<file path="config.mk">
export PLATFORM = sky130hd
export DESIGN_NAME = lsu_ctrl
export DESIGN_NICKNAME = d
export VERILOG_FILES = /design/src/logic/st_mem_pkg.sv /design/src/logic/lsu_ctrl.sv
export VERILOG_INCLUDE_DIRS = /design/src /design/src/logic
export SDC_FILE = /design/constraint.sdc
export NUM_CORES = 1
export LEC_CHECK = 0
export ABC_AREA = 1
export BUFFER_PORTS_ARGS = -buffer_cell sky130_fd_sc_hd__clkbuf_2
export CAP_MARGIN = 20
export CORE_AREA = 2 2 147 149
export CTS_BUF_LIST = sky130_fd_sc_hd__clkbuf_4
export CTS_CLUSTER_DIAMETER = 80
export DETAILED_ROUTE_END_ITERATION = 12
export DIE_AREA = 0 0 149 151
export SYNTH_ARGS = -nofsm -noshare
export SYNTH_HDL_FRONTEND = slang
export SYNTH_SLANG_ARGS = --single-unit
</file>
<file path="constraint.sdc">
create_clock -name clk_i -period 1.3 [get_ports clk_i]
set_input_delay 0.13 -clock clk_i [delete_from_list [all_inputs] [get_ports clk_i]]
set_output_delay 0.13 -clock clk_i [all_outputs]
set_load 0.01 [all_outputs]
</file>
<file path="src/logic/st_mem_settings.svh">
// Values must stay consistent with 64-bit words and 8-byte strobes in the package types
`ifndef ST_MEM_SETTINGS_SVH
`define ST_MEM_SETTINGS_SVH

// Store buffer sizing, power of two and at least 2
`define ST_BUF_DEPTH 8

// Datapath widths
`define ADDR_W 32
`define DATA_W 64   // Eight byte lanes

// Data memory, 64-bit words
`define DMEM_WORDS 256

// Configuration port
`define CFG_ADDR_W     2
`define CFG_DRAIN_ADDR 0  // Bit 0 is drain_en
`define CFG_FLUSH_ADDR 1  // Bit 0 set fires a flush pulse

`endif

</file>
<file path="src/logic/st_mem_pkg.sv">
// Types assume DATA_W of 64 so that strobes and size codes cover one 8-byte word
`default_nettype none

`include "st_mem_settings.svh"

package st_mem_pkg;

    // Plain vectors with a meaning
    typedef logic [`ADDR_W-1:0]   addr_t;   // Byte address
    typedef logic [`DATA_W-1:0]   data_t;   // One memory word
    typedef logic [1:0]           size_t;   // log2 of access bytes
    typedef logic [`DATA_W/8-1:0] strb_t;   // One bit per byte lane

    // Committed store as it enters the buffer
    typedef struct packed {
        addr_t addr;
        data_t data;    // Value sits in the low bytes
        size_t size;
    } st_req_t;

    // Load request, data comes back on the response channel
    typedef struct packed {
        addr_t addr;
        size_t size;
    } ld_req_t;

    // One command per cycle on the memory port
    typedef struct packed {
        addr_t addr;
        data_t wdata;   // Already shifted to its byte lanes
        strb_t strb;
        logic  we;
        logic  re;
    } dmem_req_t;

    // Drain FSM, tracks whether the last cycle wrote memory
    typedef enum logic {
        DRN_IDLE  = 1'b0,
        DRN_WRITE = 1'b1
    } drain_state_t;

endpackage

`default_nettype wire

</file>
<file path="src/logic/lsu_ctrl.sv">
// Loads always win the port and the response consumer can never stall
`default_nettype none

module lsu_ctrl (
    input  wire logic                  clk_i,
    input  wire logic                  rstn_i,

    // Load request channel
    input  wire logic                  ld_valid_i,
    output logic                       ld_ready_o,
    input  wire st_mem_pkg::ld_req_t   ld_req_i,

    // Store buffer side
    input  wire logic                  collision_i,
    input  wire st_mem_pkg::st_req_t   head_i,
    input  wire logic                  head_valid_i,
    input  wire logic                  drain_en_i,
    output logic                       pop_o,

    // Memory port
    output st_mem_pkg::dmem_req_t      dmem_req_o,
    input  wire st_mem_pkg::data_t     dmem_rdata_i,

    // Load response, valid only
    output logic                       ld_rsp_valid_o,
    output st_mem_pkg::data_t          ld_rsp_data_o
);

    import st_mem_pkg::*;

    drain_state_t state_q;
    drain_state_t state_d;

    logic       ld_fire;
    logic       drain_go;
    logic [2:0] rsp_off_q;   // Byte offset of the accepted load
    size_t      rsp_size_q;

    // Strobe pattern for an access at offset 0
    function automatic strb_t size_strb(size_t size);
        case (size)
            2'd0:    return strb_t'(8'h01);
            2'd1:    return strb_t'(8'h03);
            2'd2:    return strb_t'(8'h0f);
            default: return strb_t'(8'hff);
        endcase
    endfunction

    // Shift the addressed bytes down and zero-extend
    function automatic data_t align_rsp(data_t raw, logic [2:0] off, size_t size);
        data_t sh;
        sh = raw >> {off, 3'b000};
        case (size)
            2'd0:    return data_t'(sh[7:0]);
            2'd1:    return data_t'(sh[15:0]);
            2'd2:    return data_t'(sh[31:0]);
            default: return sh;
        endcase
    endfunction

    // Arbitration, load before drain
    assign ld_ready_o = ld_valid_i && !collision_i;  // Stall until older stores drain
    assign ld_fire    = ld_ready_o;
    assign drain_go   = drain_en_i && head_valid_i && !ld_fire;
    assign pop_o      = drain_go;                    // Pop in the write cycle

    // Idle or write, decided by this cycle's grant
    assign state_d = drain_go ? DRN_WRITE : DRN_IDLE;

    always_ff @(posedge clk_i or negedge rstn_i) begin
        if (!rstn_i) begin
            state_q <= DRN_IDLE;
        end else begin
            state_q <= state_d;
        end
    end

    // Memory command mux
    always_comb begin
        dmem_req_o = '0;
        if (ld_fire) begin
            dmem_req_o.addr = ld_req_i.addr;
            dmem_req_o.re   = 1'b1;
        end else if (drain_go) begin
            dmem_req_o.addr  = head_i.addr;
            dmem_req_o.wdata = head_i.data << {head_i.addr[2:0], 3'b000};  // Into its lanes
            dmem_req_o.strb  = size_strb(head_i.size) << head_i.addr[2:0];
            dmem_req_o.we    = 1'b1;
        end else begin
            // Idle port, keep the address on the stream that used it last
            dmem_req_o.addr = (state_q == DRN_WRITE) ? head_i.addr : ld_req_i.addr;
        end
    end

    // Response valid one cycle after accept
    always_ff @(posedge clk_i or negedge rstn_i) begin
        if (!rstn_i) begin
            ld_rsp_valid_o <= 1'b0;
        end else begin
            ld_rsp_valid_o <= ld_fire;
        end
    end

    // Offset and size for alignment in the response cycle
    always_ff @(posedge clk_i) begin
        if (ld_fire) begin
            rsp_off_q  <= ld_req_i.addr[2:0];
            rsp_size_q <= ld_req_i.size;
        end
    end

    assign ld_rsp_data_o = align_rsp(dmem_rdata_i, rsp_off_q, rsp_size_q);

endmodule

`default_nettype wire

</file>
==> results of run 1 <==
cells by family after synthesis:
kind of cell	Yosys count
buffers and inverters	182
flip-flops	7
AO/OA/AOI/OAI	153
AND/OR/NAND/NOR	708
timing repair:
item,in CTS,in global routing
cloned,29,5
setup buffers,33,13
setup endpoints to repair,163,168
pin swaps,119,124
resized for setup,414,449
hold endpoints to repair,2,0
hold buffers,1,0
worst paths after layout:
check | from | cells past startpoint | slack (ns) | to
worst min-delay path | ld_req_i[4] | 1 | 0.1 | rsp_off_q[2]
worst max-delay path | rsp_off_q[0] | 10 | -0.52 | ld_rsp_data_o[11]
max in group asynchronous | rstn_i | 2 | 1.00 | ld_rsp_valid_o
min in group asynchronous | rstn_i | 2 | 0.20 | state_q
routing by layer:
layer | vias to the layer above | share of wire | track usage
li1 | 4323 | - | -
met1 | 4286 | 0.35 | 0.2895
met2 | 630 | 0.50 | 0.4882
met3 | 139 | 0.10 | 0.04699
met4 | 0 | 0.057 | 0.1352
met5 | - | 0 | 0
cell type report:
type | instances | area share
multi-input combinational | 863 | 0.4970
tap | 275 | 0.03070
sequential | 7 | 0.01786
timing repair buffer | 560 | 0.4118
inverter | 102 | 0.03996
clock buffer | 4 | 0.002679
metrics by stage:
stage	cell area, sq um	setup slack [ns]	total power (uW)	instances	utilization
floorplan	4798	0.003591	1725	1050	-
global placement	7636	-0.3213	3039	1738	0.3667
detailed placement	7636	-0.3237	3047	1738	0.3667
CTS	10010	-0.5056	4255	1802	0.4809
global route	11210	-0.5712	5031	1811	0.5383
finish	11210	-0.5217	4766	1811	0.5383
power groups by stage:
stage / clock network, uW / registers [uW] / logic [uW]
3_3_place_gp: 0 / 273 / 2770
4_1_cts: 234 / 269 / 3750
2_1_floorplan: 0 / 266 / 1460
6_report: 222 / 269 / 4270
3_5_place_dp: 0 / 273 / 2770
5_1_grt: 239 / 272 / 4520
sequential cells by signal, summed over array words and instances, names as in the netlist:
signal / flops
state_q: 1
rsp_off_q: 3
rsp_size_q: 2
ld_rsp_valid_o: 1
cells in the mapped netlist:
master,number
nand2_4,1
nor2_2,3
edfxtp_1,5
o21ai_2,1
nand3_1,126
buf_2,39
inv_2,5
buf_6,12
o21ai_1,34
nand2_1,473
nand4_1,4
o21ai_4,1
nor2_1,76
inv_4,1
nand2_2,1
nor3_1,14
clkbuf_1,14
nor2_4,3
dfrtp_1,2
a21oi_2,1
and2_1,7
o21ai_0,70
a21oi_1,30
buf_1,3
o22ai_1,1
o211ai_1,15
inv_1,96
buf_4,12
==> impl_metrics.py, run 1 <==
metrics = {
    "job": {
        "maxCapViolCount": 0,
    },
    "finish": {
        "drive_gt1_frac": 0.6283,
        "seq_area_sq_um": 200.2,
        "antenna-diode-count": 0,
        "fillers": 1955,
        "nets": 1739,
        "mostFrequentLayoutCell": "nand2_1",
        "multi_input_area_sq_um": 5570,
        "syn_to_final_growth_pct": 133.8,
        "final_cell_mix": "290 x nand2_1, 232 x clkbuf_2, 127 x nand2_2, 107 x buf_2, 90 x inv_1",
    },
    "global_route": {
        "grt_pass1_vias": 8994,
        "grt_max_degree": 34,
        "grt_overflow_total": 0,
        "antenna_found_initial": 0,
        "grt_pass1_wl_um": 46900,
        "grtUsageTotal": 0.2644,
    },
    "die": {
        "die_w_um": 149,
        "num_rows": 53,
        "die-height_um": 151,
        "start_util": 0.2302,
        "ios": 375,
        "coreArea_sq_um": 20820,
        "dieArea_sq_um": 22500,
    },
    "cts": {
        "cts_root_buf": "clkbuf_4",
        "clk_pin_slew_ns": 0.06,
        "htreeDepth": 1,
        "cts_buffers": 3,
        "cts_tree": "yes",
        "cts_sinks": 7,
        "cts_buffer_depth": 2,
    },
    "placed_design": {
        "io_buffers": 374,
        "hpwl_um": 22250,
        "place_congestion": 0.9481,
    },
    "power_and_ir_drop": {
        "switching_share": 0.5193,
        "intPower_uw": 2291,
        "seq_power_share": 0.057,
        "pwr-share-clk": 0.047,
        "switchingPower_uw": 2475,
        "ir_worst_vdd_v": 0.0001880,
        "leakagePower_uw": 0.006094,
        "combinationalPowerShare": 0.897,
        "pwr_density_cell_nw_per_um2": 425.3,
    },
    "worst_setup_path": {
        "start_kind": "flop",
        "worst_setup_path_end_kind": "primary output",
        "crit_chain": "buf_6 -> inv_12 -> buf_12 -> buf_8 -> nand2_4 -> nand3_2 -> nand2_2 -> nor2_2 -> nor2_2 -> buf_2",
        "critPathSlowestCell": "edfxtp_1",
        "crit_fanout": 7,
        "worst_path_largest_cell_delay_ns": 0.41,
        "critPathKind": "flop to primary output",
        "crit_family": "buffers and inverters",
        "cp.required_ns": 1.17,
        "critPathBufInv": 5,
        "crit_top_cell": "nor2_2",
        "crit_arrival_ns": 1.69,
    },
    "sta": {
        "period_share": 1.401,
        "drv_slew": 0,
        "fmax_mhz": 548.9,
        "setup_violations": 157,
        "grt_setup_unrepaired": "yes",
        "post-route-min-period_ns": 1.822,
        "relSlewSlack": 0.7325,
        "finalSetupTns_ns": -39.51,
        "whs_ns": 0.09665,
        "hold_violations": 0,
        "setup_slack_ns": -0.5217,
        "worst_slew_pin_slew_ns": 0.4012,
    },
    "status": {
        "status": "complete, but fails checks",
        "violations": "setup timing",
    },
    "route": {
        "final_antenna_net_count": 0,
        "num_vias": 9378,
        "totalWireLength_um": 33530,
        "drt_iter0_drc": 522,
        "dr.pass1.iters": 5,
        "drc_errors": 0,
        "via_per_inst": 5.178,
        "wire_per_inst_um": 18.52,
    },
    "synth": {
        "synthAdderAreaFrac": 0,
        "synthTopCellsByArea": "nand2_1 37%, nand3_1 13%, inv_1 7.5%, o21ai_0 7.3%, nor2_1 6.0%",
        "syn_area_per_cell_sq_um": 4.565,
        "synth_mux_area_frac": 0,
        "yosysTopAreaCell": "nand2_1",
        "synthCells": 1050,
        "netlist_area_sq_um": 4793,
        "synth-seq-cells": 7,
        "yosysWarnings": 0,
        "syn_nets": 1252,
        "ys_seq_area_frac": 0.04176,
        "synth_simple_gate_area_share": 0.6051,
        "yosysTopAreaCellShare": 0.3704,
        "ys_types": 28,
        "synth_compound_area_frac": 0.1718,
        "synth_top_family_by_area": "simple AND/OR/NAND/NOR gates",
        "synthXorXnorAreaFrac": 0,
    },
    "hold_path": {
        "hold_path_class": "input port to flop",
    },
}
Note: power is estimated with default switching activity, not from simulation.
==> run 2: changes to the inputs <==
--- a/config.mk
+++ b/config.mk
@@ -9,11 +9,12 @@
 export ABC_AREA = 1
 export BUFFER_PORTS_ARGS = -buffer_cell sky130_fd_sc_hd__clkbuf_2
 export CAP_MARGIN = 20
-export CORE_AREA = 2 2 147 149
+export CORE_AREA = 2 2 146 148
 export CTS_BUF_LIST = sky130_fd_sc_hd__clkbuf_4
 export CTS_CLUSTER_DIAMETER = 80
 export DETAILED_ROUTE_END_ITERATION = 12
-export DIE_AREA = 0 0 149 151
+export DIE_AREA = 0 0 148 150
+export PLACE_DENSITY = 0.62
 export SYNTH_ARGS = -nofsm -noshare
 export SYNTH_HDL_FRONTEND = slang
 export SYNTH_SLANG_ARGS = --single-unit
==> run 2 against run 1 <==
  * Count of clock-buffer cells in the layout did not move
  * Via count rose by 0.61%
  * Clock power fell by 4%
  * The flow still finishes with violations (setup timing)
  * Largest power group unchanged
  * Worst hold slack got worse by 0.032 ns
  * Sequential share of layout area rose by 0.076 points
  * Largest cell class unchanged
  * Non-clock buffer count fell by 12
  * Power fell by 4.0%
  * Cell area fell by 4.1%
  * Global-route usage fell by 1.2 points
  * Utilization fell by 1.9 points
  * Sequential cell count did not move
  * Fmax fell by 1.8%
==> impl_metrics.py, run 2 (synthesis gave the netlist of run 1 again) <==
metrics = {
    "route": {
        "num_vias": 9435,
        "drc_errors": 0,
        "via_per_inst": 5.250,
        "drt_iter0_drc": 723,
        "final_antenna_net_count": 0,
        "totalWireLength_um": 33050,
        "wire_per_inst_um": 18.39,
        "dr.pass1.iters": 5,
    },
    "die": {
        "die_w_um": 148,
        "die-height_um": 150,
        "ios": 375,
        "num_rows": 53,
        "start_util": 0.2317,
        "coreArea_sq_um": 20690,
        "dieArea_sq_um": 22200,
    },
    "worst_setup_path": {
        "critPathKind": "flop to primary output",
        "worst_setup_path_end_kind": "primary output",
        "start_kind": "flop",
        "cp.required_ns": 1.17,
        "crit_fanout": 5,
        "crit_arrival_ns": 1.73,
    },
    "placed_design": {
        "place_congestion": 0.9546,
        "hpwl_um": 21190,
        "dpl.cell_count": 1730,
        "io_buffers": 374,
    },
    "finish": {
        "top_register": "rsp_off_q",
        "antenna-diode-count": 0,
        "mostFrequentLayoutCell": "nand2_1",
        "fin_util": 0.5197,
        "top_regs": "rsp_off_q: 3 flops, rsp_size_q: 2 flops",
        "nets": 1725,
        "syn_to_final_growth_pct": 124.3,
        "instances_no_fill": 1797,
        "drive_gt1_frac": 0.5959,
        "largest_reg_flops": 3,
        "final_cell_mix": "311 x nand2_1, 221 x clkbuf_2, 116 x nand2_2, 112 x buf_2",
    },
    "status": {
        "violations": "setup timing",
        "status": "complete, but fails checks",
    },
    "global_route": {
        "antenna_found_initial": 0,
        "grt_max_degree": 69,
        "grt_pass1_wl_um": 44730,
        "grt_overflow_total": 0,
        "grt_pass1_vias": 8557,
        "grtUsageTotal": 0.2520,
    },
    "sta": {
        "worst_slew_pin_slew_ns": 0.3616,
        "fmax_mhz": 538.8,
        "whs_ns": 0.06431,
        "post-route-min-period_ns": 1.856,
        "setup_violations": 142,
        "setup_slack_ns": -0.5558,
        "drv_slew": 0,
        "period_share": 1.428,
        "grt_setup_unrepaired": "yes",
        "hold_violations": 0,
        "relSlewSlack": 0.7589,
    },
    "cts": {
        "cts_tree": "yes",
        "cts_root_buf": "clkbuf_4",
        "cts_sinks": 7,
        "clk_pin_slew_ns": 0.05,
        "cts_buffers": 3,
        "htreeDepth": 1,
        "cts_buffer_depth": 2,
    },
    "power_and_ir_drop": {
        "leakagePower_uw": 0.005908,
        "pwr_density_cell_nw_per_um2": 425.5,
        "ir_worst_vdd_v": 0.0001762,
        "power_uw": 4575,
    },
    "job": {
        "maxCapViolCount": 0,
    },
    "hold_path": {
        "hold_path_class": "input port to flop",
    },
}
-- run 2: cell types whose count changed in the layout (fill, tap and decap cells not counted), moves of 7 or more --
cell	before	now
buf_6	64	71
clkbuf_2	232	221
nand2_1	290	311
nand2_2	127	116
nand2_4	57	46
nand3_1	75	90
nand3_2	45	31
nor2_1	41	48
-- run 2: where the power goes --
part | internal (uW) | total [uW] | switching, uW
Clock | 138 | 213 | 75.4
Combinational | 1810 | 4090 | 2280
Sequential | 256 | 272 | 15.5
-- run 2: cell type report --
| cell class | count | area, sq um |
|---|---|---|
| clock buffer | 4 | 30.03 |
| fill | 1949 | 9938 |
| inverter | 102 | 425.4 |
| multi-input combinational | 861 | 5304 |
| sequential | 7 | 200.2 |
| tap | 275 | 344.1 |
| timing repair buffer | 548 | 4448 |
-- run 2: worst max-delay path, cell delays in order (launching register included) --
cell,delay (ns)
edfxtp_1,0.49
clkinv_4,0.10
buf_12,0.11
buf_4,0.11
nand2_1,0.07
o21ai_0,0.19
nand2_1,0.09
a21oi_2,0.16
buf_2,0.16
-- run 2: layer usage --
layer,global-route usage,share of wire
met1,0.2834,0.34
met2,0.4711,0.50
met3,0.02896,0.095
met4,0.1210,0.066
met5,0,0
-- run 2: what timing repair did --
| action | 4_1_cts | 5_1_grt |
|---|---|---|
| gates resized for setup | 314 | 483 |
| cloned | 21 | 6 |
| endpoints found under the hold margin | 2 | 0 |
| buffers inserted | 29 | 19 |
| pin swaps | 75 | 110 |
| endpoints found under the setup margin | 163 | 168 |
| hold buffers | 1 | 0 |
-- run 2: final timing paths --
path,startpoint,to,depth (start not counted)
worst max-delay path,rsp_off_q[0],ld_rsp_data_o[27],8
worst min-delay path,ld_req_i[0],rsp_size_q[0],1
max in group asynchronous,rstn_i,state_q,2
min in group asynchronous,rstn_i,ld_rsp_valid_o,2
-- run 2: metrics by stage --
stage | TNS, ns | area (sq um) | setup WS (ns)
after floorplan | 0 | 4798 | 0.003591
after global placement | -12.93 | 7601 | -0.2249
after detailed placement | -14.04 | 7601 | -0.2469
after CTS | -40.33 | 9428 | -0.4943
after global routing | -51.03 | 10750 | -0.6440
final | -40.15 | 10750 | -0.5558
==> run 3: changes to the inputs <==
--- a/config.mk
+++ b/config.mk
@@ -6,7 +6,6 @@
 export SDC_FILE = /design/constraint.sdc
 export NUM_CORES = 1
 export LEC_CHECK = 0
-export ABC_AREA = 1
 export BUFFER_PORTS_ARGS = -buffer_cell sky130_fd_sc_hd__clkbuf_2
 export CAP_MARGIN = 20
 export CORE_AREA = 2 2 146 148
@@ -14,7 +13,7 @@
 export CTS_CLUSTER_DIAMETER = 80
 export DETAILED_ROUTE_END_ITERATION = 12
 export DIE_AREA = 0 0 148 150
-export PLACE_DENSITY = 0.62
+export PLACE_DENSITY = 0.59
 export SYNTH_ARGS = -nofsm -noshare
 export SYNTH_HDL_FRONTEND = slang
 export SYNTH_SLANG_ARGS = --single-unit
==> run 3 against run 2 <==
  * The flow still finishes with violations (setup timing)
  * Sequential power barely moved
  * Critical path depth fell by 1
  * Count of clock-buffer cells in the layout did not move
  * Global-route usage fell by 3.5 points
  * Synthesized cell count fell by 50%
  * Wire length fell by 17%
  * Worst hold slack got worse by 0.0025 ns
  * Sequential share of layout area barely moved
  * Non-clock buffer count rose by 25
  * Via count fell by 29%
  * Die area did not move
  * Critical endpoint is now ld_rsp_data_o[45]
==> impl_metrics.py, run 3 <==
metrics = {
    "global_route": {
        "antenna_found_initial": 0,
        "grt_overflow_total": 0,
        "grtUsageTotal": 0.2167,
        "grt_pass1_vias": 6567,
        "grt_max_degree": 26,
        "grt_pass1_wl_um": 37780,
    },
    "sta": {
        "post-route-min-period_ns": 2.055,
        "setup_violations": 163,
        "hold_violations": 0,
        "relSlewSlack": 0.7029,
        "setup_slack_ns": -0.7545,
        "fmax_mhz": 486.7,
        "drv_slew": 0,
        "worst_slew_pin_slew_ns": 0.4448,
        "period_share": 1.580,
        "grt_setup_unrepaired": "yes",
    },
    "finish": {
        "largest_reg_flops": 3,
        "fin_util": 0.5135,
        "top_register": "rsp_off_q",
        "top_regs": "rsp_off_q: 3 flops, rsp_size_q: 2 flops",
        "nets": 1250,
        "final_cell_mix": "249 x clkbuf_2, 115 x buf_4, 90 x buf_6, 61 x buf_2, 56 x nor2_1",
        "syn_to_final_growth_pct": 150.8,
        "instances_no_fill": 1323,
        "drive_gt1_frac": 0.8491,
        "mostFrequentLayoutCell": "clkbuf_2",
    },
    "worst_setup_path": {
        "crit_arrival_ns": 1.92,
        "crit_fanout": 6,
        "worst_setup_path_end_kind": "primary output",
        "critPathKind": "flop to primary output",
        "crit_start": "rsp_off_q[0]",
        "cp.required_ns": 1.17,
        "worstSetupEndpoint": "ld_rsp_data_o[45]",
        "start_kind": "flop",
    },
    "synth": {
        "ys_types": 45,
        "synth.most_common_cell": "nor2_1",
        "yosysTopAreaCellShare": 0.1968,
        "syn_area_per_cell_sq_um": 8.098,
        "netlist_area_sq_um": 4235,
        "synthTopCellsByArea": "mux2_2 20%, mux2i_1 13%, mux4_2 12%, nor2_1 8.0%, a211oi_1 4.4%",
        "syn_nets": 725,
        "yosysWarnings": 0,
        "synth_edf_count": 5,
        "ys_seq_area_frac": 0.04727,
        "synthCells": 523,
        "ys_top_cells_by_count": "90 x nor2_1, 74 x mux2_2, 55 x mux2i_1",
        "synth-seq-cells": 7,
        "ys.flop_type": "edfxtp_1",
        "async_reset_ff_frac": 0.2857,
        "yosysTopAreaCell": "mux2_2",
    },
    "power_and_ir_drop": {
        "leakagePower_uw": 0.004784,
        "ir_worst_vdd_v": 0.0001948,
        "switching_share": 0.4415,
        "pwr-share-clk": 0.046,
        "combinationalPowerShare": 0.894,
        "pwr_density_cell_nw_per_um2": 427.3,
        "seq_power_share": 0.061,
        "switchingPower_uw": 2004,
        "intPower_uw": 2535,
    },
    "die": {
        "num_rows": 53,
        "coreArea_sq_um": 20690,
        "dieArea_sq_um": 22200,
        "die_w_um": 148,
        "die-height_um": 150,
        "start_util": 0.2047,
        "ios": 375,
    },
    "route": {
        "drc_errors": 0,
        "via_per_inst": 5.054,
        "met2_length_um": 14460,
        "top_layer": "met4",
        "totalWireLength_um": 27560,
        "met3_length_um": 1988,
        "wire_per_inst_um": 20.83,
        "drt_iter0_drc": 175,
        "dr.pass1.iters": 4,
        "num_vias": 6686,
        "m1WireLength_um": 10370,
        "final_antenna_net_count": 0,
    },
    "placed_design": {
        "io_buffers": 374,
        "dpl.cell_count": 1260,
        "dpl_worst_slack_ns": -0.4966,
        "hpwl_um": 20100,
        "place_congestion": 0.9654,
    },
    "cts": {
        "htreeDepth": 1,
        "cts_root_buf": "clkbuf_4",
        "cts_buffer_depth": 2,
        "clk_pin_slew_ns": 0.05,
        "cts_sinks": 7,
        "cts_tree": "yes",
        "cts_buffers": 3,
    },
    "hold_path": {
        "hold_path_class": "input port to flop",
    },
    "status": {
        "violations": "setup timing",
        "status": "complete, but fails checks",
    },
    "job": {
        "maxCapViolCount": 0,
    },
}
## run 3: cell count changes after synthesis, sizes merged, moves of 18 or more
cell and change:
a211oi +25, mux2i +55, buf -29, inv -96
nor2b +18, and2 +22, a21oi -21, mux4 +23
mux2 +74, nand2 -462, nand3 -123, o32ai +18
o21ai -106
## run 3: cell type report
class,count,area (sq um)
inverter,6,38.79
antenna,1,2.502
multi-input combinational,457,5449
fill,1862,10070
tap,275,344.1
clock buffer,4,30.03
timing repair buffer,573,4559
sequential,7,200.2
## run 3: metal layers
metal / global-route usage / vias up
met5: 0 / -
met3: 0.03537 / 48
met4: 0.06190 / 0
met2: 0.4030 / 331
met1: 0.2556 / 3224
li1: - / 3083
## run 3: cell families (layout without fill, tap and decap cells)
family,Yosys count,in the layout,synth area share
multiplexers,152,152,0.4490
other,0,1,0
flip-flops,7,7,0.04727
buffers and inverters,61,583,0.07710
AO/OA/AOI/OAI,115,115,0.2089
AND/OR/NAND/NOR,188,190,0.2177
## run 3: repair_timing
action / in CTS / in global routing
endpoints found under the setup margin: 168 / 168
buffers inserted: 21 / 29
pin swaps: 37 / 49
gates resized for setup: 126 / 300
hold buffers: 1 / 0
cloned: 10 / 7
endpoints found under the hold margin: 2 / 0
## run 3: worst min-delay path by stage
| stage | from | cells past startpoint | slack (ns) | to |
|---|---|---|---|---|
| 2_1_floorplan | rstn_i | 0 | -0.17 | ld_rsp_valid_o |
| 3_3_place_gp | rstn_i | 1 | -0.08 | ld_rsp_valid_o |
| 3_5_place_dp | rstn_i | 1 | -0.08 | ld_rsp_valid_o |
| 4_1_cts | ld_req_i[0] | 1 | 0.05 | rsp_size_q[0] |
| 5_1_grt | ld_req_i[0] | 1 | 0.06 | rsp_size_q[0] |
| 6_report | ld_req_i[0] | 1 | 0.06 | rsp_size_q[0] |
## run 3: worst max-delay path, stage by stage, from the launching register on
cell      delay, ns
edfxtp_1       0.46
buf_6          0.19
buf_16         0.14
buf_12         0.14
buf_4          0.15
mux2i_2        0.16
a211oi_2       0.25
buf_2          0.18
## run 3: metrics by stage
step | hold slack (ns) | total power, uW | area (sq um) | TNS (ns)
6_report | 0.06185 | 4539 | 10620 | -60.00
5_1_grt | 0.05745 | 4780 | 10620 | -68.59
4_1_cts | 0.05415 | 4117 | 9462 | -58.75
3_5_place_dp | -0.07814 | 3443 | 8502 | -46.53
3_3_place_gp | -0.08212 | 3432 | 8502 | -42.89
2_1_floorplan | -0.1656 | 2080 | 5396 | -8.004
## run 3: power by group through the flow
stage | clock, uW | sequential [uW] | combinational (uW)
finish | 208 | 275 | 4060
global route | 231 | 277 | 4270
CTS | 218 | 274 | 3620
detailed placement | 0 | 276 | 3170
global placement | 0 | 274 | 3160
floorplan | 0 | 269 | 1810
