==> config.mk <==
export PLATFORM = sky130hd
export DESIGN_NAME = store_buffer
export DESIGN_NICKNAME = d
export VERILOG_FILES = /design/src/logic/st_mem_pkg.sv /design/src/logic/store_buffer.sv
export VERILOG_INCLUDE_DIRS = /design/src /design/src/logic
export SDC_FILE = /design/constraint.sdc
export NUM_CORES = 1
export LEC_CHECK = 0
export BUFFER_PORTS_ARGS = -buffer_cell sky130_fd_sc_hd__buf_2
export CELL_PAD_IN_SITES_DETAIL_PLACEMENT = 1
export CELL_PAD_IN_SITES_GLOBAL_PLACEMENT = 2
export CORE_ASPECT_RATIO = 1.5
export CORE_UTILIZATION = 40
export CTS_BUF_LIST = sky130_fd_sc_hd__clkbuf_8
export CTS_CLUSTER_SIZE = 28
export DETAILED_ROUTE_END_ITERATION = 16
export PLACE_DENSITY = 0.69
export SLEW_MARGIN = 40
export SYNTH_ARGS = -nofsm -noshare
export SYNTH_HDL_FRONTEND = slang
export SYNTH_SLANG_ARGS = --single-unit
==> constraint.sdc <==
create_clock -name clk_i -period 8.53 [get_ports clk_i]
set_input_delay 0.853 -clock clk_i [delete_from_list [all_inputs] [get_ports clk_i]]
set_output_delay 0.853 -clock clk_i [all_outputs]
set_load 0.05 [all_outputs]
==> src/logic/st_mem_settings.svh <==
// Values must stay consistent with 64-bit words and 8-byte strobes in the package types
`ifndef ST_MEM_SETTINGS_SVH
`define ST_MEM_SETTINGS_SVH

// Store buffer sizing, power of two and at least 2
`define ST_BUF_DEPTH 8

// Datapath widths
`define ADDR_W 32
`define DATA_W 64   // Eight byte lanes

// Data memory, 64-bit words
`define DMEM_WORDS 256

// Configuration port
`define CFG_ADDR_W     2
`define CFG_DRAIN_ADDR 0  // Bit 0 is drain_en
`define CFG_FLUSH_ADDR 1  // Bit 0 set fires a flush pulse

`endif

==> src/logic/st_mem_pkg.sv <==
// Types assume DATA_W of 64 so that strobes and size codes cover one 8-byte word
`default_nettype none

`include "st_mem_settings.svh"

package st_mem_pkg;

    // Plain vectors with a meaning
    typedef logic [`ADDR_W-1:0]   addr_t;   // Byte address
    typedef logic [`DATA_W-1:0]   data_t;   // One memory word
    typedef logic [1:0]           size_t;   // log2 of access bytes
    typedef logic [`DATA_W/8-1:0] strb_t;   // One bit per byte lane

    // Committed store as it enters the buffer
    typedef struct packed {
        addr_t addr;
        data_t data;    // Value sits in the low bytes
        size_t size;
    } st_req_t;

    // Load request, data comes back on the response channel
    typedef struct packed {
        addr_t addr;
        size_t size;
    } ld_req_t;

    // One command per cycle on the memory port
    typedef struct packed {
        addr_t addr;
        data_t wdata;   // Already shifted to its byte lanes
        strb_t strb;
        logic  we;
        logic  re;
    } dmem_req_t;

    // Drain FSM, tracks whether the last cycle wrote memory
    typedef enum logic {
        DRN_IDLE  = 1'b0,
        DRN_WRITE = 1'b1
    } drain_state_t;

endpackage

`default_nettype wire

==> src/logic/store_buffer.sv <==
// Aligned accesses only and collisions compare address bits 11 down so aliasing is conservative
`default_nettype none

`include "st_mem_settings.svh"

module store_buffer #(
    parameter int DEPTH = `ST_BUF_DEPTH  // Power of two, 2 or more
) (
    input  wire logic                 clk_i,
    input  wire logic                 rstn_i,

    // Store channel from commit
    input  wire logic                 st_valid_i,
    output logic                      st_ready_o,
    input  wire st_mem_pkg::st_req_t  st_req_i,

    input  wire logic                 flush_i,      // Drop everything not yet drained
    input  wire logic                 pop_i,        // Head was written to memory

    input  wire st_mem_pkg::ld_req_t  ld_req_i,     // Load being checked this cycle

    output st_mem_pkg::st_req_t       head_o,       // Oldest pending store
    output logic                      head_valid_o,
    output logic                      collision_o   // Load overlaps a pending store
);

    import st_mem_pkg::*;

    localparam int PTR_W = $clog2(DEPTH);
    localparam int CNT_W = PTR_W + 1;   // Needs to reach DEPTH itself

    // Entry storage, payload only
    st_req_t entry_q [DEPTH];
    logic [DEPTH-1:0] valid_q;          // One bit per slot

    logic [PTR_W-1:0] head_q;           // Oldest entry
    logic [PTR_W-1:0] tail_q;           // Next free slot
    logic [CNT_W-1:0] count_q;

    logic push;
    logic pop_en;

    // Same 8..1 byte block check as the hardware table walk uses
    function automatic logic addr_overlap(addr_t a, size_t a_size, addr_t b, size_t b_size);
        size_t       big;
        logic [11:0] mask;
        big  = (a_size > b_size) ? a_size : b_size;
        mask = 12'hfff << big;            // Ignore bits inside the larger access
        return ((a[11:0] ^ b[11:0]) & mask) == 12'h000;
    endfunction

    // Full or flushing blocks new stores
    assign st_ready_o = (count_q < CNT_W'(DEPTH)) && !flush_i;
    assign push       = st_valid_i && st_ready_o;
    assign pop_en     = pop_i && (count_q != '0);   // Guard against popping empty

    // Slot valid bits
    always_ff @(posedge clk_i or negedge rstn_i) begin
        if (!rstn_i) begin
            valid_q <= '0;
        end else if (flush_i) begin
            valid_q <= '0;                // Pending stores are lost
        end else begin
            if (pop_en) begin
                valid_q[head_q] <= 1'b0;
            end
            if (push) begin
                valid_q[tail_q] <= 1'b1;
            end
        end
    end

    // Payload write, no reset needed
    always_ff @(posedge clk_i) begin
        if (push) begin
            entry_q[tail_q] <= st_req_i;
        end
    end

    // Pointers and occupancy
    always_ff @(posedge clk_i or negedge rstn_i) begin
        if (!rstn_i) begin
            head_q  <= '0;
            tail_q  <= '0;
            count_q <= '0;
        end else if (flush_i) begin
            head_q  <= '0;
            tail_q  <= '0;
            count_q <= '0;
        end else begin
            head_q  <= head_q + PTR_W'(pop_en);    // Wraps at DEPTH
            tail_q  <= tail_q + PTR_W'(push);
            count_q <= count_q + CNT_W'(push) - CNT_W'(pop_en);
        end
    end

    // Head offered to the drain logic
    assign head_o       = entry_q[head_q];
    assign head_valid_o = valid_q[head_q] && !flush_i;  // No drain in the flush cycle

    // Collision check against every live entry
    always_comb begin
        collision_o = 1'b0;
        for (int i = 0; i < DEPTH; i++) begin
            if (valid_q[i] &&
                addr_overlap(entry_q[i].addr, entry_q[i].size,
                             ld_req_i.addr, ld_req_i.size)) begin
                collision_o = 1'b1;
            end
        end
    end

endmodule

`default_nettype wire

==> results of run 1 <==
-- state kept, by name, indices dropped and copies added, names as in the netlist --
| signal | cells |
|---|---|
| tail_q | 3 |
| head_q | 3 |
| count_q | 4 |
| entry_q | 784 |
| valid_q | 8 |
-- power by group --
part / internal [mW] / switching (mW) / total, mW
Clock: 1.38 / 1.45 / 2.83
Sequential: 4.42 / 0.0390 / 4.46
Combinational: 0.537 / 1.84 / 2.37
-- layout make-up --
| class | count | share of cell area |
|---|---|---|
| Clock inverter | 94 | 0.01447 |
| Antenna cell | 7 | 0.0005003 |
| Tap cell | 1000 | 0.03574 |
| Inverter | 35 | 0.004753 |
| Sequential cell | 802 | 0.6853 |
| Timing Repair Buffer | 247 | 0.04188 |
| Multi-Input combinational cell | 808 | 0.1710 |
| Clock buffer | 118 | 0.04639 |
-- worst paths after layout --
check | from | endpoint | slack [ps] | cells past startpoint
max in group asynchronous | rstn_i | count_q[2]$_DFF_PN0_ | 7510 | 2
worst min-delay path | st_req_i[35] | entry_q[1][35]$_DFFE_PP_ | 360 | 1
worst max register to register | count_q[3]$_DFF_PN0_ | entry_q[0][16]$_DFFE_PP_ | 5570 | 6
worst max-delay path | head_q[1]$_DFF_PN0_ | head_o[79] | 3570 | 6
worst min register to register | valid_q[0]$_DFF_PN0_ | valid_q[0]$_DFF_PN0_ | 600 | 2
min in group asynchronous | rstn_i | valid_q[5]$_DFF_PN0_ | 690 | 2
-- cell families after synthesis --
family / count (synthesis)
flops: 802
fa+ha+maj: 34
buf+inv: 139
compound gates: 459
xor+xnor: 100
mux: 7
simple gates: 208
-- metal layers --
layer / GRT usage / routed length, um
met3: 0.04696 / 4448
met4: 0.08784 / 2742
met2: 0.3932 / 44360
met1: 0.2598 / 33730
met5: 0 / 125
-- worst register-to-register path, stage by stage (launching register included) --
cell,delay (ps)
dfrtp_1,380
nor2_1,160
nand2_1,120
nor2_1,300
nand2_1,200
inv_6,610
buf_4,780
-- cell usage in the layout (no fill, tap or decap), types with 3 or more instances in the layout --
| cell | n |
|---|---|
| and2_1 | 3 |
| nand2b_1 | 12 |
| buf_4 | 12 |
| nand3_1 | 7 |
| nor4_1 | 16 |
| o32ai_1 | 4 |
| clkinvlp_4 | 4 |
| a22oi_1 | 394 |
| xor2_1 | 87 |
| inv_6 | 7 |
| buf_6 | 8 |
| nand4_1 | 102 |
| buf_12 | 6 |
| edfxtp_1 | 784 |
| ha_1 | 33 |
| clkinv_2 | 18 |
| xnor2_1 | 11 |
| diode_2 | 7 |
| a31oi_1 | 7 |
| clkinv_1 | 24 |
| a21o_2 | 5 |
| inv_1 | 68 |
| a21o_1 | 3 |
| bufinv_16 | 3 |
| buf_2 | 217 |
| nand2_1 | 23 |
| nor2b_1 | 8 |
| nor2_1 | 23 |
| a21oi_1 | 19 |
| mux2i_1 | 7 |
| clkbuf_8 | 118 |
| dfrtp_1 | 18 |
| o21ai_0 | 18 |
==> summary.md, run 1 <==
| Metric | Value |
|---|---|
| Multiplexer area fraction after synthesis | 0.002291 |
| Asr flop ratio synth | 0.02244 |
| RSZ-0062 raised after global routing | no |
| Total Nets Final | 2,180 |
| Leading area contributor after synthesis | edfxtp_1 |
| Crit Path Max Fanout | 43 |
| Post-CTS setup buffers | 0 |
| Status | completed |
| Largest net degree at the start of global routing | 74 |
| Post-route ant nets | 0 |
| Non-Filler Instances | 3,111 |
| Synth Area per Inst | 17.49 um^2 |
| Layout cell share with drive strength beyond 1 | 0.1996 |
| CP cell instances | and3b_4, buf_4, buf_4, a22oi_1, nand4_1, buf_2 |
| Root Driver | clkbuf_8 |
| Die Ht | 340.7 um |
| Routed WL | 85,410 um |
| Compound-cell area share of the yosys netlist | 0.1101 |
| Library cells used by synthesis | 44 |
| Mapped Area | 30,580 um^2 |
| CP arrival | 4110 ps |
| Synthesis warning total | 0 |
| Cells after DPL | 2,891 |
| # fillers | 7,201 |
| CP dominant cell by count | buf_4 |
| Max VDD drop | 0.1855 mV |
| Max H-tree Level | 3 |
| Placed Area | 32,850 um^2 |
| Detailed Routing Iterations Pass 1 | 5 |
| Port bufs | 217 |
| Syn Inst Count | 1,749 |
| Setup Skew | 27.29 ps |
| Post-detail-place hpwl | 47,400 um |
| Crit path largest cell delay | 700 ps |
| Register area share after synthesis | 0.7845 |
| Die Wd | 227.8 um |
| Post-CTS Resized | 0 |
| Sink Count | 802 |
| First-pass GRT wire length | 126,300 um |
| Min setup slack post-route | 3571 ps |
| 1st-iter DRT viols | 1,203 |
| Worst hold path class | in2reg |
| Clock Latency Late Sink | 760 ps |
| Fmax | 0.2016 GHz |
| Routed via count | 17,460 |
| Ports | 238 |
| CP max-delay cell | buf_4 |
| WP buf/inv | 3 |
| CP Class | reg2out |
| Layout Utilization | 0.4652 |
| Xor-xnor portion of the synthesized cell area | 0.02913 |
| Most common cell in the netlist | edfxtp_1 |
| P_leak | 11.53 nW |
| Drt wl/cell | 27.45 um |
| Vias per cell | 5.613 |
| Post-synthesis adder-cell area fraction | 0.01416 |
| Cell Rows | 123 |
| Max Root-Sink Buffers | 3 |
| DRC viols | 0 |
| Synth cell count leaders | 784 x edfxtp_1, 394 x a22oi_1, 102 x nand4_1 |
| TritonCTS clock tree | built |
| Num CTS Buffers | 115 |
| Clock Pin Slew Worst Setup and Hold Paths | 70 ps |
| Final setup viols | 0 |
| Global-route usage over all layers | 0.2211 |
| GR Overflow Total | 0 |
| Pins Over Slew Limit | 0 |
| Die Area | 77,590 um^2 |
| Max-Slew Margin vs Limit | 0.3444 |
| Area Growth Syn to Fin | 14.48% |
| Initial core utilization | 0.4064 |
| Main synth FF type | edfxtp_1 |
| CTS Hold Buffers Added | 1 |
| Simple-Gate Fraction of Synth Area | 0.03907 |
| Tot Pwr | 9.660 mW |
| Min cycle time layout | 4959 ps |
| Syn_nets | 1,920 |
| Worst endpoint required time | 7680 ps |
| Synthesized flop and latch total | 802 |
| Worst Setup End Kind | output port |
| Largest family of logic cells by synthesized area | compound AO/OA/AOI/OAI gates |
| Slew @ Worst Pin | 974.5 ps |
| Post-synth EDFFs | 784 |
| Core area | 75,260 um^2 |
| CP top delay family | buffers and inverters |
| Area of the multi-input gates | 5987 um^2 |
| Reg area | 23,990 um^2 |
| Max-Cap Viols | 0 |
| Initial antenna violation count | 20 |
| Place WS | 4193 ps |
| PD cells | 275.9 nW/um^2 |
| Final hold slack | 364.5 ps |
| Final critical-path share of the clock period | 0.5814 |
| Startpoint Class | register |
| Gpl congestion | 0.8014 |
| Top post-synthesis cells by area | edfxtp_1 77%, a22oi_1 9.7%, xor2_1 2.5% |
| Area share of the largest cell type after synthesis | 0.7698 |
| Fin. Hold Viols | 0 |
| Vias in the first global route | 19,320 |
| Final setup TNS | 0 ps |
| Final instance area | 35,010 um^2 |
Note: power is estimated with default switching activity, not from simulation.
==> run 2: changes to the inputs <==
Clock period 8.53 ns to 4.6 ns, I/O delays scaled along.
==> run 2 against run 1 <==
Critical path depth stayed put. Combinational power is 91% higher. Setup slack worse by 2800 ps. Via count is 3.3% higher. Register-to-register slack worse by 3400 ps. Flip-flop and latch count stayed put. Non-clock buffer count is 117 higher. Core utilization is 1.3 points higher. Sequential power is 85% higher. Critical endpoint is now head_o[49]. Largest cell class unchanged. Largest power group unchanged. Highest routed layer is now met4.
==> summary.md, run 2 (synthesis results as in run 1) <==
| Metric | Value |
|---|---|
| Status | completed (unchanged) |
| TritonCTS clock tree | built (unchanged) |
| Vias per cell | 5.625 (was 5.613) |
| Commonest non-fill, non-tap cell in the layout | edfxtp_1 (unchanged) |
| 1st-iter DRT viols | 1,321 (was 1,203) |
| CP Class | reg2out (unchanged) |
| Max Root-Sink Buffers | 3 (unchanged) |
| Fin. Hold Viols | 0 (unchanged) |
| Highest-count cells in the layout ignoring fill and taps | 784 x edfxtp_1, 394 x a22oi_1, 217 x buf_2 (unchanged) |
| GR Overflow Total | 0 (unchanged) |
| Max VDD drop | 0.3737 mV (was 0.1855 mV) |
| CP arrival | 3350 ps (was 4110 ps) |
| Pins Over Slew Limit | 0 (unchanged) |
| Final setup TNS | 0 ps (unchanged) |
| R2R setup slack | 2130 ps (was 5570 ps) |
| Final critical-path share of the clock period | 0.8280 |
| RSZ-0062 raised after global routing | no (unchanged) |
| Final hold slack | 99.22 ps (was 364.5 ps) |
| Slew @ Worst Pin | 874.0 ps (was 974.5 ps) |
| Crit Path Max Fanout | 43 (unchanged) |
| Startpoint Class | register (unchanged) |
| Sink Count | 802 (unchanged) |
| P_leak | 11.95 nW (was 11.53 nW) |
| Vias in the first global route | 19,840 (was 19,320) |
| Fmax | 0.2625 GHz |
| Area Growth Syn to Fin | 17.74% (was 14.48%) |
| Largest registers | entry_q (784), valid_q (8), count_q (4) (unchanged) |
| First-pass GRT wire length | 127,200 um (was 126,300 um) |
| DRC viols | 0 (unchanged) |
| Clock Pin Slew Worst Setup and Hold Paths | 70 ps (about the same) |
| Setup Skew | 33.81 ps (was 27.29 ps) |
| Clock Latency Late Sink | 740 ps (was 760 ps) |
| Hold path cells | 3 (was 1) |
| Drt wl/cell | 27.10 um (was 27.45 um) |
| Gpl congestion | 0.8001 (was 0.8014) |
| Critical path endpoint | head_o[49] (was head_o[79]) |
| Post-CTS setup buffers | 0 (unchanged) |
| Total Nets Final | 2,294 (was 2,180) |
| Cell Rows | 123 (unchanged) |
| Worst Setup End Kind | output port (unchanged) |
| Port bufs | 217 (unchanged) |
| Die Ht | 340.7 um (unchanged) |
| Largest Register | entry_q (unchanged) |
| Layout cell share with drive strength beyond 1 | 0.1916 (was 0.1996) |
| Max-Slew Margin vs Limit | 0.4120 (was 0.3444) |
| Reg-to-reg startpoint | count_q[3]$_DFF_PN0_ (unchanged) |
| Final setup viols | 0 (unchanged) |
| # fillers | 7,177 (was 7,201) |
| Global-route usage over all layers | 0.2225 (was 0.2211) |
| Largest net degree at the start of global routing | 55 (was 74) |
| Detailed Routing Iterations Pass 1 | 5 (unchanged) |
| Max-Cap Viols | 0 (unchanged) |
| Min cycle time layout | 3809 ps |
| Die Area | 77,590 um^2 (unchanged) |
| Core area | 75,260 um^2 (unchanged) |
| Root Driver | clkbuf_8 (unchanged) |
| Post-route ant nets | 0 (unchanged) |
| Post-detail-place hpwl | 50,000 um (was 47,400 um) |
| Reg2reg end | entry_q[0][52]$_DFFE_PP_ (was entry_q[0][16]$_DFFE_PP_) |
| Num CTS Buffers | 112 (was 115) |
| Worst Reg-to-Reg Cells | 6 (unchanged) |
| Initial core utilization | 0.4064 (unchanged) |
| Die Wd | 227.8 um (unchanged) |
| Max H-tree Level | 3 (unchanged) |
| Routed via count | 18,040 (was 17,460) |
| Worst hold path class | in2reg (unchanged) |
| Routed WL | 86,920 um (was 85,410 um) |
| Max FFs per register | 784 (unchanged) |
| Crit path from | head_q[1]$_DFF_PN0_ (unchanged) |
| Worst endpoint required time | 4140 ps (was 7680 ps) |
| PD cells | 492.0 nW/um^2 (was 275.9 nW/um^2) |
| Ports | 238 (unchanged) |
| Initial antenna violation count | 5 (was 20) |
run 2: cell types whose count changed in the layout (fill, tap and decap cells not counted), moves of 6 or more:
cell           before  now
inv_4               2    8
buf_12              6   15
clkinv_2           18    7
dlygate4sd3_1       1   99
buf_4              12   31
buf_6               8    0
clkbuf_8          118  112
run 2: worst min path at each step:
stage | start | endpoint | slack [ps]
2_1_floorplan | rstn_i | count_q[0]$_DFF_PN0_ | 160
6_report | pop_i | valid_q[3]$_DFF_PN0_ | 100
3_5_place_dp | rstn_i | valid_q[7]$_DFF_PN0_ | 430
3_3_place_gp | rstn_i | valid_q[7]$_DFF_PN0_ | 430
5_1_grt | pop_i | valid_q[6]$_DFF_PN0_ | 100
4_1_cts | pop_i | valid_q[3]$_DFF_PN0_ | 40
run 2: final cells by class:
cell class	instances	area, um^2	share of cell area
Tap cell	1000	1251	0.03475
Inverter	35	151.4	0.004204
Multi-Input combinational cell	808	6000	0.1666
Antenna cell	5	12.51	0.0003475
Clock buffer	112	1541	0.04281
Timing Repair Buffer	364	2665	0.07401
Sequential cell	802	23990	0.6663
Clock inverter	82	395.4	0.01098
run 2: per-layer routing:
| layer | global-route usage | vias to the layer above | part of all wire |
|---|---|---|---|
| li1 | - | 7921 | - |
| met1 | 0.2597 | 9454 | 0.39 |
| met2 | 0.4025 | 520 | 0.53 |
| met3 | 0.03944 | 149 | 0.050 |
| met4 | 0.09023 | 0 | 0.034 |
| met5 | 0 | - | 0 |
run 2: through the flow:
| step | cell area (um^2) | cells | setup slack, ps | util | power [mW] |
|---|---|---|---|---|---|
| 6_report | 36010 | 3208 | 791.2 | 0.4785 | 17.72 |
| 5_1_grt | 36010 | 3207 | 653.9 | 0.4785 | 18.34 |
| 4_1_cts | 36000 | 3203 | 709.5 | 0.4783 | 17.91 |
| 3_5_place_dp | 33070 | 2910 | 1163 | 0.4394 | 12.91 |
| 3_3_place_gp | 33000 | 2908 | 1208 | 0.4385 | 12.86 |
| 2_1_floorplan | 30580 | 1749 | 544.7 | - | 11.43 |
run 2: what timing repair did:
| item | 4_1_cts | 5_1_grt |
|---|---|---|
| hold buffers | 99 | 0 |
| endpoints found under the hold margin | 801 | 0 |
| resized for setup | 0 | 0 |
run 2: worst max-delay path, stage by stage, from the launching register on:
cell	delay [ps]
dfrtp_1	570
nor2_1	220
and2_4	720
buf_4	440
a22oi_1	150
nand4_1	190
buf_2	290
run 2: power by group:
part | leakage (nW) | switching (mW) | internal (mW)
clock | 1.12 | 2.61 | 2.32
combinational | 3.51 | 3.45 | 1.07
sequential | 7.32 | 0.0726 | 8.19
==> run 3: changes to the inputs <==
Settings changed: ABC_AREA set to 1, PLACE_DENSITY 0.69 to 0.72.
Clock period 4.6 ns to 3.69 ns, I/O delays scaled along.
==> run 3 against run 2 <==
Synthesized cell count increased by 34%. Total power increased by 30%. Core utilization increased by 0.16 points. Wire length increased by 9.1%. Combinational power increased by 31%. Sequential power increased by 25%. Final cell count increased by 20%. Sequential share of layout area decreased by 3.0 points. Non-clock buffer count increased by 5. Die area increased by 3.5%. Global-route usage increased by 1.6 points. Flip-flop and latch count unchanged. Critical path type unchanged. Largest cell class unchanged. Largest power group unchanged. Highest routed layer is now met5.
==> summary.md, run 3 <==
| Metric | Value |
|---|---|
| Die Area | 80,320 um^2 (was 77,590 um^2) |
| Die Wd | 231.7 um (was 227.8 um) |
| Vias per cell | 5.318 (was 5.625) |
| PD cells | 612.5 nW/um^2 (was 492.0 nW/um^2) |
| Drt wl/cell | 24.57 um (was 27.10 um) |
| Max-Cap Viols | 0 (unchanged) |
| Min setup slack post-route | 232.7 ps (was 791.2 ps) |
| Routed via count | 20,540 (was 18,040) |
| Worst hold path class | in2async (was in2reg) |
| Crit Path Max Fanout | 20 (was 43) |
| Cell Rows | 126 (was 123) |
| Layout cell share with drive strength beyond 1 | 0.1584 (was 0.1916) |
| Max-Slew Margin vs Limit | 0.4296 (was 0.4120) |
| Clock Pin Slew Worst Setup and Hold Paths | 70 ps (about the same) |
| Main synth FF type | edfxtp_1 (unchanged) |
| Routed WL | 94,870 um (was 86,920 um) |
| P_leak | 13.97 nW (was 11.95 nW) |
| Mapped Area | 31,670 um^2 (was 30,580 um^2) |
| Initial core utilization | 0.4034 (was 0.4064) |
| Max Root-Sink Buffers | 3 (unchanged) |
| Min cycle time layout | 3457 ps |
| Num CTS Buffers | 117 (was 112) |
| Sink Count | 802 (unchanged) |
| Reg area | 23,990 um^2 (unchanged) |
| Worst Setup End Kind | output port (unchanged) |
| Global-route usage over all layers | 0.2385 (was 0.2225) |
| Status | completed (unchanged) |
| CP Class | reg2out (unchanged) |
| Asr flop ratio synth | 0.02244 (unchanged) |
| Synthesized flop and latch total | 802 (unchanged) |
| Commonest non-fill, non-tap cell in the layout | edfxtp_1 (unchanged) |
| Vias in the first global route | 22,490 (was 19,840) |
| Final hold slack | 111.9 ps (was 99.22 ps) |
| Synth Area per Inst | 13.51 um^2 (was 17.49 um^2) |
| Register area share after synthesis | 0.7576 (was 0.7845) |
| Synthesis warning total | 0 (unchanged) |
| Max FFs per register | 784 (unchanged) |
| Setup Skew | 46.45 ps (was 33.81 ps) |
| Root Driver | clkbuf_8 (unchanged) |
| Non-Filler Instances | 3,862 (was 3,208) |
| # fillers | 7,994 (was 7,177) |
| Core area | 78,510 um^2 (was 75,260 um^2) |
| Area of the multi-input gates | 6670 um^2 (was 6000 um^2) |
| Slew @ Worst Pin | 853.5 ps (was 874.0 ps) |
| Max H-tree Level | 3 (unchanged) |
| Synth cell count leaders | 784 x edfxtp_1, 660 x nand2_1, 161 x inv_1 (was 784 x edfxtp_1, 394 x a22oi_1, 102 x nand4_1) |
| Area Growth Syn to Fin | 19.02% (was 17.74%) |
| Pins Over Slew Limit | 0 (unchanged) |
| Startpoint Class | register (unchanged) |
| Post-synth EDFFs | 784 (unchanged) |
| First-pass GRT wire length | 141,200 um (was 127,200 um) |
| Clock Latency Late Sink | 770 ps (was 740 ps) |
| Worst endpoint required time | 3320 ps (was 4140 ps) |
| Top post-synthesis cells by area | edfxtp_1 74%, nand2_1 7.8%, a22oi_1 2.3% (was edfxtp_1 77%, a22oi_1 9.7%, xor2_1 2.5%) |
| Syn_nets | 2,515 (was 1,920) |
| Library cells used by synthesis | 37 (was 44) |
| Max VDD drop | 0.4413 mV (was 0.3737 mV) |
| Final setup viols | 0 (unchanged) |
| Total Nets Final | 2,909 (was 2,294) |
| Leading area contributor after synthesis | edfxtp_1 (unchanged) |
| Fin. Hold Viols | 0 (unchanged) |
| CP arrival | 3090 ps (was 3350 ps) |
| Largest registers | entry_q (784), valid_q (8), count_q (4) (unchanged) |
| Port bufs | 217 (unchanged) |
| Cells after DPL | 3,543 (was 2,910) |
| Detailed Routing Iterations Pass 1 | 5 (unchanged) |
| 1st-iter DRT viols | 1,222 (was 1,321) |
| Fmax | 0.2892 GHz |
| Final critical-path share of the clock period | 0.9369 |
| TritonCTS clock tree | built (unchanged) |
| Post-detail-place hpwl | 56,080 um (was 50,000 um) |
| DRC viols | 0 (unchanged) |
| Gpl congestion | 0.8618 (was 0.8001) |
| Syn Inst Count | 2,344 (was 1,749) |
| Initial antenna violation count | 4 (was 5) |
| Area share of the largest cell type after synthesis | 0.7434 (was 0.7698) |
| Post-route ant nets | 0 (unchanged) |
| Place WS | 864.0 ps (was 1163 ps) |
| GR Overflow Total | 0 (unchanged) |
| Highest-count cells in the layout ignoring fill and taps | 784 x edfxtp_1, 660 x nand2_1, 217 x buf_2 (was 784 x edfxtp_1, 394 x a22oi_1, 217 x buf_2) |
| RSZ-0062 raised after global routing | no (unchanged) |
| Die Ht | 346.6 um (was 340.7 um) |
| Most common cell in the netlist | edfxtp_1 (unchanged) |
| Largest net degree at the start of global routing | 100 (was 55) |
| Largest Register | entry_q (unchanged) |
| Ports | 238 (unchanged) |
[run 3: per-stage QoR]
stage / utilization / total power, mW / cell area [um^2] / setup TNS [ps]
final: 0.4801 / 23.09 / 37690 / 0
after global routing: 0.4800 / 23.94 / 37680 / 0
after CTS: 0.4799 / 23.37 / 37680 / 0
after detailed placement: 0.4385 / 16.37 / 34430 / 0
after global placement: 0.4385 / 16.28 / 34430 / 0
after floorplan: - / 14.34 / 31690 / -639000
[run 3: worst paths after layout]
kind / from / to / slack [ps] / cells past startpoint
worst max-delay path: head_q[2]$_DFF_PN0_ / head_o[96] / 230 / 9
worst min-delay path: rstn_i / count_q[3]$_DFF_PN0_ / 110 / 2
worst max register to register: count_q[3]$_DFF_PN0_ / entry_q[1][38]$_DFFE_PP_ / 1300 / 6
worst min register to register: valid_q[1]$_DFF_PN0_ / valid_q[1]$_DFF_PN0_ / 580 / 2
max in group asynchronous: rstn_i / valid_q[0]$_DFF_PN0_ / 3260 / 2
min in group clk_i: st_valid_i / tail_q[0]$_DFF_PN0_ / 200 / 6
[run 3: cell type report]
cell class / instances / area share
clock inverter: 87 / 0.01291
sequential: 802 / 0.6365
tap: 1024 / 0.03399
clock buffer: 128 / 0.04674
multi-input combinational: 1274 / 0.1770
antenna: 4 / 0.0002656
inverter: 174 / 0.01789
timing repair buffer: 369 / 0.07469
[run 3: power by group]
group | internal [mW] | total [mW] | switching (mW)
clock | 3.47 | 6.89 | 3.43
sequential | 10.2 | 10.3 | 0.0762
combinational | 1.43 | 5.91 | 4.48
[run 3: what timing repair did]
action	CTS	global route
setup endpoints to repair	0	2
gates resized for setup	0	2
endpoints found under the hold margin	817	0
buffers inserted	0	0
hold buffers	100	0
[run 3: cell families after synthesis]
group                    Yosys count  synth area share
buffers and inverters            268           0.03362
flip-flops                       802            0.7576
adder cells (fa/ha/maj)           34           0.01367
AO/OA/AOI/OAI                    309           0.07309
AND/OR/NAND/NOR                  921            0.1192
XOR/XNOR                          10          0.002766
[run 3: per-layer routing]
layer	share of wire	up-vias	wire length, um	track usage
li1	-	9297	-	-
met1	0.40	10570	38120	0.2849
met2	0.53	490	50100	0.4313
met3	0.042	172	3958	0.03664
met4	0.028	6	2660	0.08204
met5	0.00036	-	34	0
[run 3: worst max-delay path, stage by stage (launching register included)]
cell	delay, ps
dfrtp_1	470
inv_2	150
nand3_2	350
inv_6	400
buf_4	320
nand2_1	90
nand2_1	70
a221oi_1	50
nand2_1	160
buf_2	290
